`src/pinmux_pkg.sv`:
```
// Register bus widths, word address map, chip identity and shared struct types

package pinmux_pkg;

  // --------------------------------------------------------------------------
  // Widths
  // --------------------------------------------------------------------------
  localparam int unsigned data_w    = 32;
  localparam int unsigned addr_w    = 5;
  localparam int unsigned be_w      = 4;
  localparam int unsigned gpio_w    = 32;
  localparam int unsigned hw_intr_w = 8;

  // --------------------------------------------------------------------------
  // Word address map
  // --------------------------------------------------------------------------
  // Global bank
  localparam logic [addr_w-1:0] addr_chip_id   = 5'd0;
  localparam logic [addr_w-1:0] addr_glbl_ctrl = 5'd1;
  localparam logic [addr_w-1:0] addr_glbl_mask = 5'd3;
  localparam logic [addr_w-1:0] addr_glbl_stat = 5'd4;
  // GPIO bank
  localparam logic [addr_w-1:0] addr_gpio_in   = 5'd5;
  localparam logic [addr_w-1:0] addr_gpio_out  = 5'd6;
  localparam logic [addr_w-1:0] addr_gpio_dir  = 5'd7;
  localparam logic [addr_w-1:0] addr_gpio_type = 5'd8;
  localparam logic [addr_w-1:0] addr_gpio_stat = 5'd9;
  localparam logic [addr_w-1:0] addr_gpio_set  = 5'd10;
  localparam logic [addr_w-1:0] addr_gpio_mask = 5'd11;
  localparam logic [addr_w-1:0] addr_gpio_pos  = 5'd12;
  localparam logic [addr_w-1:0] addr_gpio_neg  = 5'd13;

  // Manufacturer code, core count, chip number, revision
  localparam logic [data_w-1:0] chip_id_value = {16'h8268, 4'h2, 4'h3, 8'h01};

  // --------------------------------------------------------------------------
  // Types
  // --------------------------------------------------------------------------
  typedef logic [data_w-1:0] word_t;

  // One bus request, held by the master until ack
  typedef struct packed {
    logic              cs;
    logic              wr;
    logic [addr_w-1:0] addr;
    logic [be_w-1:0]   be;
    word_t             wdata;
  } reg_req_t;

  // Reset outputs, all active low
  typedef struct packed {
    logic       cpu_intf_rst_n;
    logic       qspim_rst_n;
    logic       sspim_rst_n;
    logic [1:0] uart_rst_n;
    logic       i2cm_rst_n;
    logic       usb_rst_n;
    logic [3:0] cpu_core_rst_n;
  } rst_ctrl_t;

  // Declared MSB first, so timer_intr lands in bits 2:0
  typedef struct packed {
    logic       gpio_intr;
    logic [1:0] ext_intr;
    logic       usb_intr;
    logic       i2cm_intr;
    logic [2:0] timer_intr;
  } hw_intr_t;

  // Same bit order as status bits 19:0
  typedef struct packed {
    logic [2:0]  user_irq;
    logic        soft_irq;
    logic [15:0] irq_lines;
  } irq_out_t;

  // GPIO pad control configuration
  typedef struct packed {
    logic [gpio_w-1:0] out_data;
    logic [gpio_w-1:0] dir_sel;
    logic [gpio_w-1:0] out_type;
    logic [gpio_w-1:0] posedge_sel;
    logic [gpio_w-1:0] negedge_sel;
    logic [gpio_w-1:0] data_in;
    logic [gpio_w-1:0] prev_indata;
  } gpio_cfg_t;

  // Byte-enabled merge of write data into a register word
  function automatic word_t be_merge(word_t cur, word_t wdata, logic [be_w-1:0] be);
    word_t res;
    res = cur;
    for (int i = 0; i < be_w; i++) begin
      if (be[i]) res[8*i +: 8] = wdata[8*i +: 8];
    end
    return res;
  endfunction

endpackage

```
`src/intr_stat_reg.sv`:
```
// Sticky interrupt status register with write-one-to-clear, type parameterised

`timescale 1ns/1ps

module intr_stat_reg
  import pinmux_pkg::*;
#(
  parameter type stat_t = word_t
) (
  input  logic  mclk,
  input  logic  h_reset_n,
  input  stat_t clr_we,
  input  stat_t clr_din,
  input  stat_t hw_req,
  output stat_t stat
);

  // Bits cleared by software this cycle
  stat_t clr_mask;

  // Clear needs both the byte strobe and a one in the data
  assign clr_mask = clr_we & clr_din;

  // --------------------------------------------------------------------------
  // Status update
  // --------------------------------------------------------------------------
  // Set has priority over clear on the same bit
  always_ff @(posedge mclk or negedge h_reset_n) begin
    if (!h_reset_n) begin
      stat <= '0;
    end else begin
      stat <= hw_req | (stat & ~clr_mask);
    end
  end

endmodule

```
`src/glbl_ctrl_bank.sv`:
```
// Global bank with chip identity, control, interrupt mask, status and CPU irq outputs

`timescale 1ns/1ps

module glbl_ctrl_bank
  import pinmux_pkg::*;
(
  input  logic      mclk,
  input  logic      h_reset_n,
  input  reg_req_t  reg_req,
  input  logic      bus_ack,
  input  hw_intr_t  hw_intr,
  output rst_ctrl_t rst_ctrl,
  output irq_out_t  irq_out,
  output word_t     rd_data
);

  logic                 wr_en;
  word_t                ctrl_q;
  word_t                mask_q;
  logic [7:0]           sw_lo_q;
  logic [3:0]           sw_hi_q;
  logic [hw_intr_w-1:0] hw_req;
  logic [hw_intr_w-1:0] hw_clr_we;
  logic [hw_intr_w-1:0] hw_stat;
  word_t                stat_word;

  assign wr_en = reg_req.cs & reg_req.wr;

  // --------------------------------------------------------------------------
  // Control, mask and software status bits
  // --------------------------------------------------------------------------
  // Written on every cycle of the request, same data each time
  always_ff @(posedge mclk or negedge h_reset_n) begin
    if (!h_reset_n) begin
      ctrl_q  <= '0;
      mask_q  <= '0;
      sw_lo_q <= '0;
      sw_hi_q <= '0;
    end else if (wr_en) begin
      if (reg_req.addr == addr_glbl_ctrl) begin
        ctrl_q <= be_merge(ctrl_q, reg_req.wdata, reg_req.be);
      end
      if (reg_req.addr == addr_glbl_mask) begin
        mask_q <= be_merge(mask_q, reg_req.wdata, reg_req.be);
      end
      // Status byte 0 and bits 19:16 are plain software bits
      if (reg_req.addr == addr_glbl_stat && reg_req.be[0]) begin
        sw_lo_q <= reg_req.wdata[7:0];
      end
      if (reg_req.addr == addr_glbl_stat && reg_req.be[2]) begin
        sw_hi_q <= reg_req.wdata[19:16];
      end
    end
  end

  // Hardware sources into status byte 1
  assign hw_req    = hw_intr;
  // Clear only on the ack cycle so it acts once
  assign hw_clr_we = {hw_intr_w{wr_en & bus_ack & reg_req.be[1] &
                                (reg_req.addr == addr_glbl_stat)}};

  intr_stat_reg #(
    .stat_t (logic [hw_intr_w-1:0])
  ) u_hw_stat (
    .mclk      (mclk),
    .h_reset_n (h_reset_n),
    .clr_we    (hw_clr_we),
    .clr_din   (reg_req.wdata[15:8]),
    .hw_req    (hw_req),
    .stat      (hw_stat)
  );

  // Upper twelve bits read zero
  assign stat_word = {12'h000, sw_hi_q, hw_stat, sw_lo_q};

  // --------------------------------------------------------------------------
  // Outputs
  // --------------------------------------------------------------------------
  // Peripheral resets from bits 6:0, core resets from bits 11:8
  always_comb begin
    rst_ctrl.cpu_intf_rst_n = ctrl_q[0];
    rst_ctrl.qspim_rst_n    = ctrl_q[1];
    rst_ctrl.sspim_rst_n    = ctrl_q[2];
    rst_ctrl.uart_rst_n     = {ctrl_q[6], ctrl_q[3]};
    rst_ctrl.i2cm_rst_n     = ctrl_q[4];
    rst_ctrl.usb_rst_n      = ctrl_q[5];
    rst_ctrl.cpu_core_rst_n = ctrl_q[11:8];
  end

  // Lines, soft and user irq all follow mask AND status
  assign irq_out = irq_out_t'(mask_q[19:0] & stat_word[19:0]);

  // Read mux, zero outside this bank
  always_comb begin
    rd_data = '0;
    case (reg_req.addr)
      addr_chip_id:   rd_data = chip_id_value;
      addr_glbl_ctrl: rd_data = ctrl_q;
      addr_glbl_mask: rd_data = mask_q;
      addr_glbl_stat: rd_data = stat_word;
      default:        rd_data = '0;
    endcase
  end

endmodule

```
`src/gpio_cfg_bank.sv`:
```
// GPIO bank with input synchroniser, pad configuration and GPIO interrupt status

`timescale 1ns/1ps

module gpio_cfg_bank
  import pinmux_pkg::*;
(
  input  logic      mclk,
  input  logic      h_reset_n,
  input  reg_req_t  reg_req,
  input  logic      bus_ack,
  input  word_t     gpio_in_data,
  input  word_t     gpio_int_event,
  output gpio_cfg_t gpio_cfg,
  output logic      gpio_intr,
  output word_t     rd_data
);

  logic  wr_en;
  // Three synchroniser stages
  word_t in_s1;
  word_t in_s2;
  word_t in_s3;
  // Configuration registers
  word_t out_q;
  word_t dir_q;
  word_t type_q;
  word_t mask_q;
  word_t pos_q;
  word_t neg_q;
  // Interrupt status
  logic  stat_clr_hit;
  logic  stat_set_hit;
  word_t stat_clr_we;
  word_t stat_set;
  word_t stat;

  assign wr_en = reg_req.cs & reg_req.wr;

  // --------------------------------------------------------------------------
  // Pin synchroniser
  // --------------------------------------------------------------------------
  always_ff @(posedge mclk or negedge h_reset_n) begin
    if (!h_reset_n) begin
      in_s1 <= '0;
      in_s2 <= '0;
      in_s3 <= '0;
    end else begin
      in_s1 <= gpio_in_data;
      in_s2 <= in_s1;
      in_s3 <= in_s2;
    end
  end

  // --------------------------------------------------------------------------
  // Configuration registers
  // --------------------------------------------------------------------------
  always_ff @(posedge mclk or negedge h_reset_n) begin
    if (!h_reset_n) begin
      out_q  <= '0;
      dir_q  <= '0;
      type_q <= '0;
      mask_q <= '0;
      pos_q  <= '0;
      neg_q  <= '0;
    end else if (wr_en) begin
      case (reg_req.addr)
        addr_gpio_out:  out_q  <= be_merge(out_q, reg_req.wdata, reg_req.be);
        addr_gpio_dir:  dir_q  <= be_merge(dir_q, reg_req.wdata, reg_req.be);
        addr_gpio_type: type_q <= be_merge(type_q, reg_req.wdata, reg_req.be);
        addr_gpio_mask: mask_q <= be_merge(mask_q, reg_req.wdata, reg_req.be);
        addr_gpio_pos:  pos_q  <= be_merge(pos_q, reg_req.wdata, reg_req.be);
        addr_gpio_neg:  neg_q  <= be_merge(neg_q, reg_req.wdata, reg_req.be);
        default: ;
      endcase
    end
  end

  // --------------------------------------------------------------------------
  // Interrupt status
  // --------------------------------------------------------------------------
  // Set and clear strobes act only on the ack cycle
  assign stat_clr_hit = wr_en & bus_ack & (reg_req.addr == addr_gpio_stat);
  assign stat_set_hit = wr_en & bus_ack & (reg_req.addr == addr_gpio_set);

  // Each byte clears under its own enable
  always_comb begin
    for (int i = 0; i < be_w; i++) begin
      stat_clr_we[8*i +: 8] = {8{stat_clr_hit & reg_req.be[i]}};
    end
  end

  // Pad events plus software set
  assign stat_set = gpio_int_event | ({data_w{stat_set_hit}} & reg_req.wdata);

  intr_stat_reg #(
    .stat_t (word_t)
  ) u_gpio_stat (
    .mclk      (mclk),
    .h_reset_n (h_reset_n),
    .clr_we    (stat_clr_we),
    .clr_din   (reg_req.wdata),
    .hw_req    (stat_set),
    .stat      (stat)
  );

  // Summary interrupt to the global bank
  assign gpio_intr = |(stat & mask_q);

  // --------------------------------------------------------------------------
  // Outputs and read mux
  // --------------------------------------------------------------------------
  always_comb begin
    gpio_cfg.out_data    = out_q;
    gpio_cfg.dir_sel     = dir_q;
    gpio_cfg.out_type    = type_q;
    gpio_cfg.posedge_sel = pos_q;
    gpio_cfg.negedge_sel = neg_q;
    gpio_cfg.data_in     = in_s3;
    gpio_cfg.prev_indata = in_s2;
  end

  always_comb begin
    rd_data = '0;
    case (reg_req.addr)
      addr_gpio_in:                  rd_data = in_s3;
      addr_gpio_out:                 rd_data = out_q;
      addr_gpio_dir:                 rd_data = dir_q;
      addr_gpio_type:                rd_data = type_q;
      addr_gpio_stat, addr_gpio_set: rd_data = stat;
      addr_gpio_mask:                rd_data = mask_q;
      addr_gpio_pos:                 rd_data = pos_q;
      addr_gpio_neg:                 rd_data = neg_q;
      default:                       rd_data = '0;
    endcase
  end

endmodule

```
`src/reg_bus_resp.sv`:
```
// Bus responder merging bank read data and timing the acknowledge pulse

`timescale 1ns/1ps

module reg_bus_resp
  import pinmux_pkg::*;
(
  input  logic     mclk,
  input  logic     h_reset_n,
  input  reg_req_t reg_req,
  input  word_t    glbl_rd_data,
  input  word_t    gpio_rd_data,
  output word_t    reg_rdata,
  output logic     reg_ack
);

  // Banks return zero outside their range
  word_t rd_mux;
  // New request seen, not yet acknowledged
  logic  req_new;

  assign rd_mux  = glbl_rd_data | gpio_rd_data;
  assign req_new = reg_req.cs & ~reg_ack;

  // --------------------------------------------------------------------------
  // Ack and read data capture
  // --------------------------------------------------------------------------
  // One-cycle ack, every second cycle if cs stays high
  always_ff @(posedge mclk or negedge h_reset_n) begin
    if (!h_reset_n) begin
      reg_ack   <= 1'b0;
      reg_rdata <= '0;
    end else begin
      reg_ack <= req_new;
      // Read data holds until the next ack
      if (req_new) begin
        reg_rdata <= rd_mux;
      end
    end
  end

endmodule

```
`src/pinmux_regs.sv`:
```
// Top level joining the global bank, the GPIO bank and the bus responder

`timescale 1ns/1ps

module pinmux_regs
  import pinmux_pkg::*;
(
  input  logic      mclk,
  input  logic      h_reset_n,
  input  reg_req_t  reg_req,
  output word_t     reg_rdata,
  output logic      reg_ack,
  input  word_t     gpio_in_data,
  input  word_t     gpio_int_event,
  input  hw_intr_t  hw_src,
  output rst_ctrl_t rst_ctrl,
  output irq_out_t  irq_out,
  output gpio_cfg_t gpio_cfg
);

  word_t    glbl_rd_data;
  word_t    gpio_rd_data;
  logic     gpio_intr;
  hw_intr_t glbl_hw_intr;

  // GPIO summary replaces the gpio_intr field of hw_src
  always_comb begin
    glbl_hw_intr           = hw_src;
    glbl_hw_intr.gpio_intr = gpio_intr;
  end

  // --------------------------------------------------------------------------
  // Banks
  // --------------------------------------------------------------------------
  glbl_ctrl_bank u_glbl_ctrl_bank (
    .mclk      (mclk),
    .h_reset_n (h_reset_n),
    .reg_req   (reg_req),
    .bus_ack   (reg_ack),
    .hw_intr   (glbl_hw_intr),
    .rst_ctrl  (rst_ctrl),
    .irq_out   (irq_out),
    .rd_data   (glbl_rd_data)
  );

  gpio_cfg_bank u_gpio_cfg_bank (
    .mclk           (mclk),
    .h_reset_n      (h_reset_n),
    .reg_req        (reg_req),
    .bus_ack        (reg_ack),
    .gpio_in_data   (gpio_in_data),
    .gpio_int_event (gpio_int_event),
    .gpio_cfg       (gpio_cfg),
    .gpio_intr      (gpio_intr),
    .rd_data        (gpio_rd_data)
  );

  // Bus responder
  reg_bus_resp u_reg_bus_resp (
    .mclk         (mclk),
    .h_reset_n    (h_reset_n),
    .reg_req      (reg_req),
    .glbl_rd_data (glbl_rd_data),
    .gpio_rd_data (gpio_rd_data),
    .reg_rdata    (reg_rdata),
    .reg_ack      (reg_ack)
  );

endmodule

```
`config.mk`:
```
export PLATFORM = sky130hd
export DESIGN_NAME = pinmux_regs
export DESIGN_NICKNAME = d
export VERILOG_FILES = /design/src/pinmux_pkg.sv /design/src/intr_stat_reg.sv /design/src/glbl_ctrl_bank.sv /design/src/gpio_cfg_bank.sv /design/src/reg_bus_resp.sv /design/src/pinmux_regs.sv
export SDC_FILE = /design/constraint.sdc
export NUM_CORES = 1
export LEC_CHECK = 0
export BUFFER_PORTS_ARGS = -buffer_cell sky130_fd_sc_hd__clkbuf_2
export CAP_MARGIN = 40
export CORE_MARGIN = 5
export CORE_UTILIZATION = 49
export DETAILED_ROUTE_END_ITERATION = 10
export HOLD_SLACK_MARGIN = 0.12
export PLACE_DENSITY = 0.86
export SYNTH_ARGS = -nofsm -noshare
export SYNTH_HDL_FRONTEND = slang
export SYNTH_SLANG_ARGS = --single-unit
```
`constraint.sdc`:
```
create_clock -name mclk -period 1.5 [get_ports mclk]
set_input_delay 0.225 -clock mclk [delete_from_list [all_inputs] [get_ports mclk]]
set_output_delay 0.225 -clock mclk [all_outputs]
set_load 0.01 [all_outputs]
```
### Word level (Yosys, flattened, before mapping)

Index checks and enable logic that the tools add are counted.

| word-level totals | value |
|---|---|
| bits in registers | 437 |
| latch bits | 0 |
| RAM bits | 0 |
| ROM bits | 0 |
| input port bits | 117 |
| output and inout bits | 288 |
| word-level logic and storage cells | 119 |
| memories kept | 0 |

| operators by class | value |
|---|---|
| $add $sub $neg | 0 |
| $mul | 0 |
| divide/modulo/power cells | 0 |
| order comparisons | 0 |
| equal/unequal tests | 12 |
| shift operators | 0 |
| multiplexer cells | 2 |
| bitwise operators | 25 |
| reduce and logical (&&, ||, !) cells | 39 |

Operators by type and width:

| kind | count |
|---|---|
| one-hot mux 32 bit (8 select lines) | 1 |
| AND 32 bit | 4 |
| one-hot mux 32 bit (4 select lines) | 1 |
| OR 32 bit | 3 |
| AND reduction 3 bit | 32 |
| inverter 32 bit | 1 |
| OR reduction 32 bit | 1 |
| equality test 5 x 4 -> 1 bit, second input constant | 6 |
| AND 20 bit | 1 |
| equality test 5 x 3 -> 1 bit, second input constant | 4 |
| AND 8 bit | 2 |
| AND 1 bit | 11 |
| inverter 8 bit | 1 |
| OR 8 bit | 1 |
| equality test 5 x 1 -> 1 bit, second input constant | 1 |
| equality test 5 x 2 -> 1 bit, second input constant | 1 |
| logical NOT 5 bit | 1 |
| AND reduction 2 bit | 2 |
| logical AND 1 bit | 2 |
| OR reduction 2 bit | 1 |
| inverter 1 bit | 1 |

### Depth between registers and ports, before layout

| depth | value |
|---|---|
| depth after elaboration | 8 |
| gate-level depth with buffers | 8 |

### Hierarchy

A second synthesis with hierarchy kept.

| second synthesis, totals | value |
|---|---|
| cells, all modules | 1,347 |
| area, all modules | 18,565.3 sq um |

Modules (own cells, without submodules):

| module | times used | cells an instance | area each (sq um) | seq. area each (sq um) |
|---|---|---|---|---|
| gpio_cfg_bank | 1 | 803 | 11,818.8 | 7,206.9 |
| glbl_ctrl_bank | 1 | 290 | 3,823.7 | 1,901.8 |
| reg_bus_resp | 1 | 134 | 1,471.4 | 825.8 |
| intr_stat_reg at u_gpio_cfg_bank.u_gpio_stat | 1 | 96 | 1,161.1 | 800.8 |
| intr_stat_reg at u_glbl_ctrl_bank.u_hw_stat | 1 | 24 | 290.3 | 200.2 |

### Worst setup path before layout

Ideal clock, no wire load.

| path | value |
|---|---|
| kind | input to register |
| from | in reg_req[40] (netlist name) |
| to | reg u_glbl_ctrl_bank.sw_hi_q[0] |
| arrival time | 1.624 ns |
| setup slack | -0.249 ns |
| cell stages on the path | 6 |
| buffers on the path | 2 |
| path through | buf_2 -> nor3b_2 -> buf_2 -> nand2_1 -> nor2_1 -> mux2_2 |

| on the way | value |
|---|---|
| cells in the longest elaborated chain, start to end | 3 |

RTL lines:

| what | RTL line | text |
|---|---|---|
| from (decl) | pinmux_regs.sv:10 | `input reg_req_t reg_req,` |
| equality test 5 x 3 -> 1 bit | glbl_ctrl_bank.sv:51 | `if (reg_req.addr == addr_glbl_stat && reg_req.be[2]) begin` |
| logical AND 1 bit | glbl_ctrl_bank.sv:51 |  |
| AND reduction 2 bit (no line) | n/a |  |
| to (signal assigned) | glbl_ctrl_bank.sv:52 | `sw_hi_q <= reg_req.wdata[19:16];` |
| to (decl) | glbl_ctrl_bank.sv:22 | `logic [3:0] sw_hi_q;` |

Every way passes these cells.
A chain may end at the register's enable or synchronous reset.

### Final worst setup path

| path | value |
|---|---|
| from | reg u_reg_bus_resp.reg_ack |
| to | reg u_gpio_cfg_bank.u_gpio_stat.stat[11] (netlist name) |

| on the way | value |
|---|---|
| cells in the longest elaborated chain, start to end | 7 |
| elaborated cells between the ends (all ways) | 10 |
| classes of those cells | bitwise: 10 |

RTL lines:

| what | RTL line | text |
|---|---|---|
| from (decl) | reg_bus_resp.sv:14 | `output logic reg_ack` |
| from (signal assigned) | reg_bus_resp.sv:34 | `reg_ack <= req_new;` |
| AND 1 bit (*) | gpio_cfg_bank.sv:83, gpio_cfg_bank.sv:84 |  |
| AND 1 bit | gpio_cfg_bank.sv:83 | `assign stat_clr_hit = wr_en & bus_ack & (reg_req.addr == addr_gpio_stat);` |
| AND 1 bit | gpio_cfg_bank.sv:89 | `stat_clr_we[8*i +: 8] = {8{stat_clr_hit & reg_req.be[i]}};` |
| AND 32 bit | intr_stat_reg.sv:22 | `assign clr_mask = clr_we & clr_din;` |
| inverter 32 bit | intr_stat_reg.sv:32 | `stat <= hw_req \| (stat & ~clr_mask);` |
| AND 32 bit | intr_stat_reg.sv:32 |  |
| OR 32 bit (*) | intr_stat_reg.sv:32 |  |
| to (signal assigned) | intr_stat_reg.sv:32 |  |
| to (decl) | intr_stat_reg.sv:15 | `output stat_t stat` |

Every way passes the cells marked *; elsewhere a longest branch is shown, timed or not.

==> metrics.md <==
| Metric | Value |
|---|---|
| P_int | `21.3 mW` |
| Mux share of post-synthesis cell area | `19.5%` |
| Final Max Slew Viols | `0` |
| Worst-path clk slew | `0.07 ns` |
| CTS Buf Count | `45` |
| Unrepaired setup endpoints after global routing | `yes` |
| EDFF count, synth | `0` |
| FF-to-FF Start | `u_reg_bus_resp.reg_ack` |
| Clock Power Share | `38.6%` |
| Reg area | `0.0109 mm²` |
| Worst-margin pin slew | `0.705 ns` |
| Final Cycle Share | `118%` |
| Final worst slack | `-0.267 ns` |
| Leak pwr | `13.0 nW` |
| Detail Placement HPWL | `52.5 mm` |
| Cells after Synth | `1392` |
| RR Endpoint | `u_gpio_cfg_bank.u_gpio_stat.stat[11]` |
| Hold Path Origin | `reg_req[42]` |
| Sw power | `7.83 mW` |
| First DRT Iteration DRCs | `2045` |
| Post-Syn Nets | `1509` |
| Post-route clock skew | `0.0134 ns` |
| Post-route DRC | `0` |
| Main combinational cell family by area after synthesis | `multiplexers` |
| Design Area, Final | `0.0270 mm²` |
| Comb pwr share | `15.3%` |
| Vias per inst | `6.24` |
| Failing checks | `setup timing` |
| Crit end category | `flop` |
| Placed cell areas | `0.0234 mm²` |
| Initial antenna violation count | `5` |
| Overall Power | `29.1 mW` |
| WHS | `0.155 ns` |
| FF-to-FF path depth | `7` |
| Mapped Avg Cell Area | `13.3 µm²` |
| Via count | `16600` |
| Clock buffer depth | `3` |
| Fin crit period | `1.77 ns` |
| Status | `finished, violations left` |
| Crit-path leading delay family | `buffers and inverters` |
| First-pass GRT wire length | `111 mm` |
| Worst Hold Depth | `3` |
| Final Util | `71.9%` |
| R2r setup slk | `-0.27 ns` |
| Worst Path Arrival | `2.22 ns` |
| Tot GR Track Use | `35.4%` |
| Chip Width | `204 µm` |
| Sequential area share after synthesis | `59.0%` |
| # fillers | `2347` |
| Startpoint class of the critical path | `flop` |
| Clock sink count | `437` |
| Synth Area in Adders | `0%` |
| Initial cell density of the core | `49.4%` |
| CTS tree | `built` |
| Critical Path Most Common Cell | `buf_6` |
| Placement Setup Slack | `-0.836 ns` |
| Setup Crit Path Kind | `reg -> reg` |
| Routed wire length | `78.2 mm` |
| Ranking of synthesized cells by area | `dfrtp_1 (59%), mux2_2 (16%), mux2i_1 (2.9%)` |
| Final hold vios | `0` |
| FP Rows | `71` |
| Slowest-stage cell, CP | `dfrtp_1` |
| Layout cell share with drive strength beyond 1 | `54.2%` |
| Io pins | `405` |
| Cell taking the most area after synthesis | `dfrtp_1` |
| Xor and xnor area share after synthesis | `0.0473%` |
| Fin Setup TNS | `-9.02 ns` |
| Hold crit path type | `in -> reg` |
| Vias in the first global route | `17400` |
| Placed cell count | `2430` |
| Layout Nets | `2240` |
| Synthesized cell area | `0.0185 mm²` |
| Flops & latches, synth | `437` |
| Crit path cell chain | `buf_6 -> nand4b_4 -> buf_6 -> nor4_4 -> buf_4 -> nand2_1 -> a221o_1` |
| Die height | `204 µm` |
| Switching power share of the total | `26.9%` |
| Complex-gate fraction of the synthesized area | `9.36%` |
| Ys async rst share | `100%` |
| Sequential share of power | `46.1%` |
| Max incr delay on CP | `0.38 ns` |
| PortBufs | `403` |
| Max-cap viol count | `0` |
| Worst slew margin | `52.9%` |
| Worst Hold End | `u_reg_bus_resp.reg_ack` |
| First-pass DRT Iterations | `7` |
| Synth unique cells | `63` |
| FMAX | `566 MHz` |
| Simple-gate portion of the synthesized area | `9.25%` |
| Drt wl/cell | `29.3 µm` |
| Gr ovfl total | `0` |
| Die Area | `0.0418 mm²` |
| Multi-input logic area | `0.00797 mm²` |
| RePlAce Congestion | `0.950` |
| Non-Filler Instances | `2668` |
| WP buf/inv | `3` |
| Core Area | `0.0375 mm²` |
| Final setup viols | `67` |
| Worst EP required | `1.96 ns` |
| VDD IR max | `0.938 mV` |
| CP Max Fanout | `4` |
| Area Overhead vs Synth | `45.6%` |
| Largest net degree at the start of global routing | `52` |
| Final antenna-violating net count | `0` |
| H-tree levels | `2` |
| Synth warn | `0` |
| Clock latency on the worst-skew pair | `0.57 ns` |
| Ys flop type | `dfrtp_1` |
| Pwr Density | `1080 mW/mm²` |
| Clk root buf | `clkbuf_16` |
| Area fraction of the dominant cell type after synthesis | `59.0%` |
area by class of cell:
| cell class | instances | share of cell area (%) |
|---|---|---|
| Clock buffer | 63 | 4.69 |
| Clock inverter | 12 | 0.622 |
| Tap cell | 511 | 2.37 |
| Sequential cell | 437 | 40.5 |
| Timing Repair Buffer | 791 | 22.0 |
| Multi-Input combinational cell | 841 | 29.5 |
| Inverter | 7 | 0.144 |
| Antenna cell | 6 | 0.0557 |
synthesized netlist by cell type, types with 3 or more instances:
cell	count
a211oi_1	4
dfrtp_1	437
nor2_1	53
a22oi_1	28
or4b_1	3
a221o_1	32
o21ai_0	13
nor2_4	5
and3_1	38
a222oi_1	8
nor3_1	6
or3_1	6
or3b_2	6
nand3_1	4
a22o_1	11
buf_1	16
and2_1	20
nor4_4	4
a21oi_1	27
a31oi_1	22
nor2_2	21
o22ai_1	16
buf_4	15
buf_2	35
nand2b_1	4
a2111oi_0	18
o21ai_1	6
mux2i_1	53
nand2_1	66
mux2_2	259
nor2b_1	3
a221oi_1	22
clkbuf_1	41
a21o_1	7
nand3b_1	23
inv_1	7
nand4_1	3
a41oi_1	8
mux2_1	14
power by group through the flow:
stage               sequential, mW  clock, mW  combinational, mW
floorplan                     13.6          0               1.51
global placement              13.5          0               3.64
detailed placement            13.5          0               3.72
CTS                           13.3       11.2               4.10
global route                  13.5       11.8               4.66
finish                        13.4       11.2               4.44
worst register-to-register path, cell delays in order (launching register included):
cell      delay (ns)
dfrtp_1         0.38
buf_6           0.12
nand4b_4        0.12
buf_6           0.16
nor4_4          0.28
buf_4           0.21
nand2_1         0.07
a221o_1         0.31
placed cells by master, fill, tap and decap left out, drive strengths merged, types with 8 or more instances in the layout:
master       synthesis  layout
clkbuf              41     455
dfrtp              437     437
buf                 66     295
mux2               273     273
dlygate4sd3          0     104
nor2                80      80
nand2               68      68
mux2i               53      53
and3                38      38
a221o               32      32
a22oi               28      28
a21oi               27      27
nand3b              23      23
a31oi               22      22
a221oi              22      22
and2                20      20
o21ai               19      19
a2111oi             18      18
o22ai               16      16
a22o                11      11
a222oi               8       8
or3b                 8       8
a41oi                8       8
clkinv               0       8
registers in the layout (all words and copies together) (netlist names):
register and count:
u_gpio_cfg_bank.type_q 32, u_gpio_cfg_bank.out_q 32, u_reg_bus_resp.reg_ack 1, u_glbl_ctrl_bank.sw_hi_q 4
u_gpio_cfg_bank.in_s2 32, u_gpio_cfg_bank.in_s3 32, u_glbl_ctrl_bank.ctrl_q 32, u_gpio_cfg_bank.neg_q 32
u_glbl_ctrl_bank.u_hw_stat.stat 8, u_gpio_cfg_bank.pos_q 32, u_glbl_ctrl_bank.mask_q 32, u_gpio_cfg_bank.dir_q 32
u_reg_bus_resp.reg_rdata 32, u_glbl_ctrl_bank.sw_lo_q 8, u_gpio_cfg_bank.u_gpio_stat.stat 32, u_gpio_cfg_bank.in_s1 32
u_gpio_cfg_bank.mask_q 32
timing repair:
action,in CTS,in global routing
gates resized for setup,46,127
buffers inserted,26,26
endpoints found under the setup margin,150,91
pin swaps,16,39
gates cloned,1,0
hold buffers,104,0
hold endpoints to repair,754,0
worst max path at each step:
stage                                 startpoint  slack [ns]                              endpoint  depth (start not counted)
after CTS                 u_reg_bus_resp.reg_ack       -0.23          u_reg_bus_resp.reg_rdata[15]                          7
after global routing      u_reg_bus_resp.reg_ack       -0.32  u_gpio_cfg_bank.u_gpio_stat.stat[10]                          7
after floorplan                      reg_req[40]       -0.19           u_glbl_ctrl_bank.ctrl_q[24]                          6
after global placement               reg_req[38]       -0.82          u_reg_bus_resp.reg_rdata[11]                          7
final                     u_reg_bus_resp.reg_ack       -0.27  u_gpio_cfg_bank.u_gpio_stat.stat[11]                          7
after detailed placement             reg_req[38]       -0.84          u_reg_bus_resp.reg_rdata[11]                          7
per-layer routing:
layer / share of wire [%] / vias to the layer above / global-route usage (%)
met3: 11 / 427 / 9.77
met5: 0 / - / 0
li1: - / 6634 / -
met2: 46 / 1340 / 56.5
met4: 7.7 / 0 / 20.2
met1: 35 / 8247 / 43.7
kinds of logic (layout without fill, tap and decap cells):
family / after synthesis / in the layout
buffers and inverters: 114 / 873
flip-flops: 437 / 437
other: 0 / 6
multiplexers: 326 / 326
AO/OA/AOI/OAI: 228 / 228
XOR/XNOR: 1 / 1
AND/OR/NAND/NOR: 286 / 286
No activity file was read; power rests on OpenSTA's default activity.
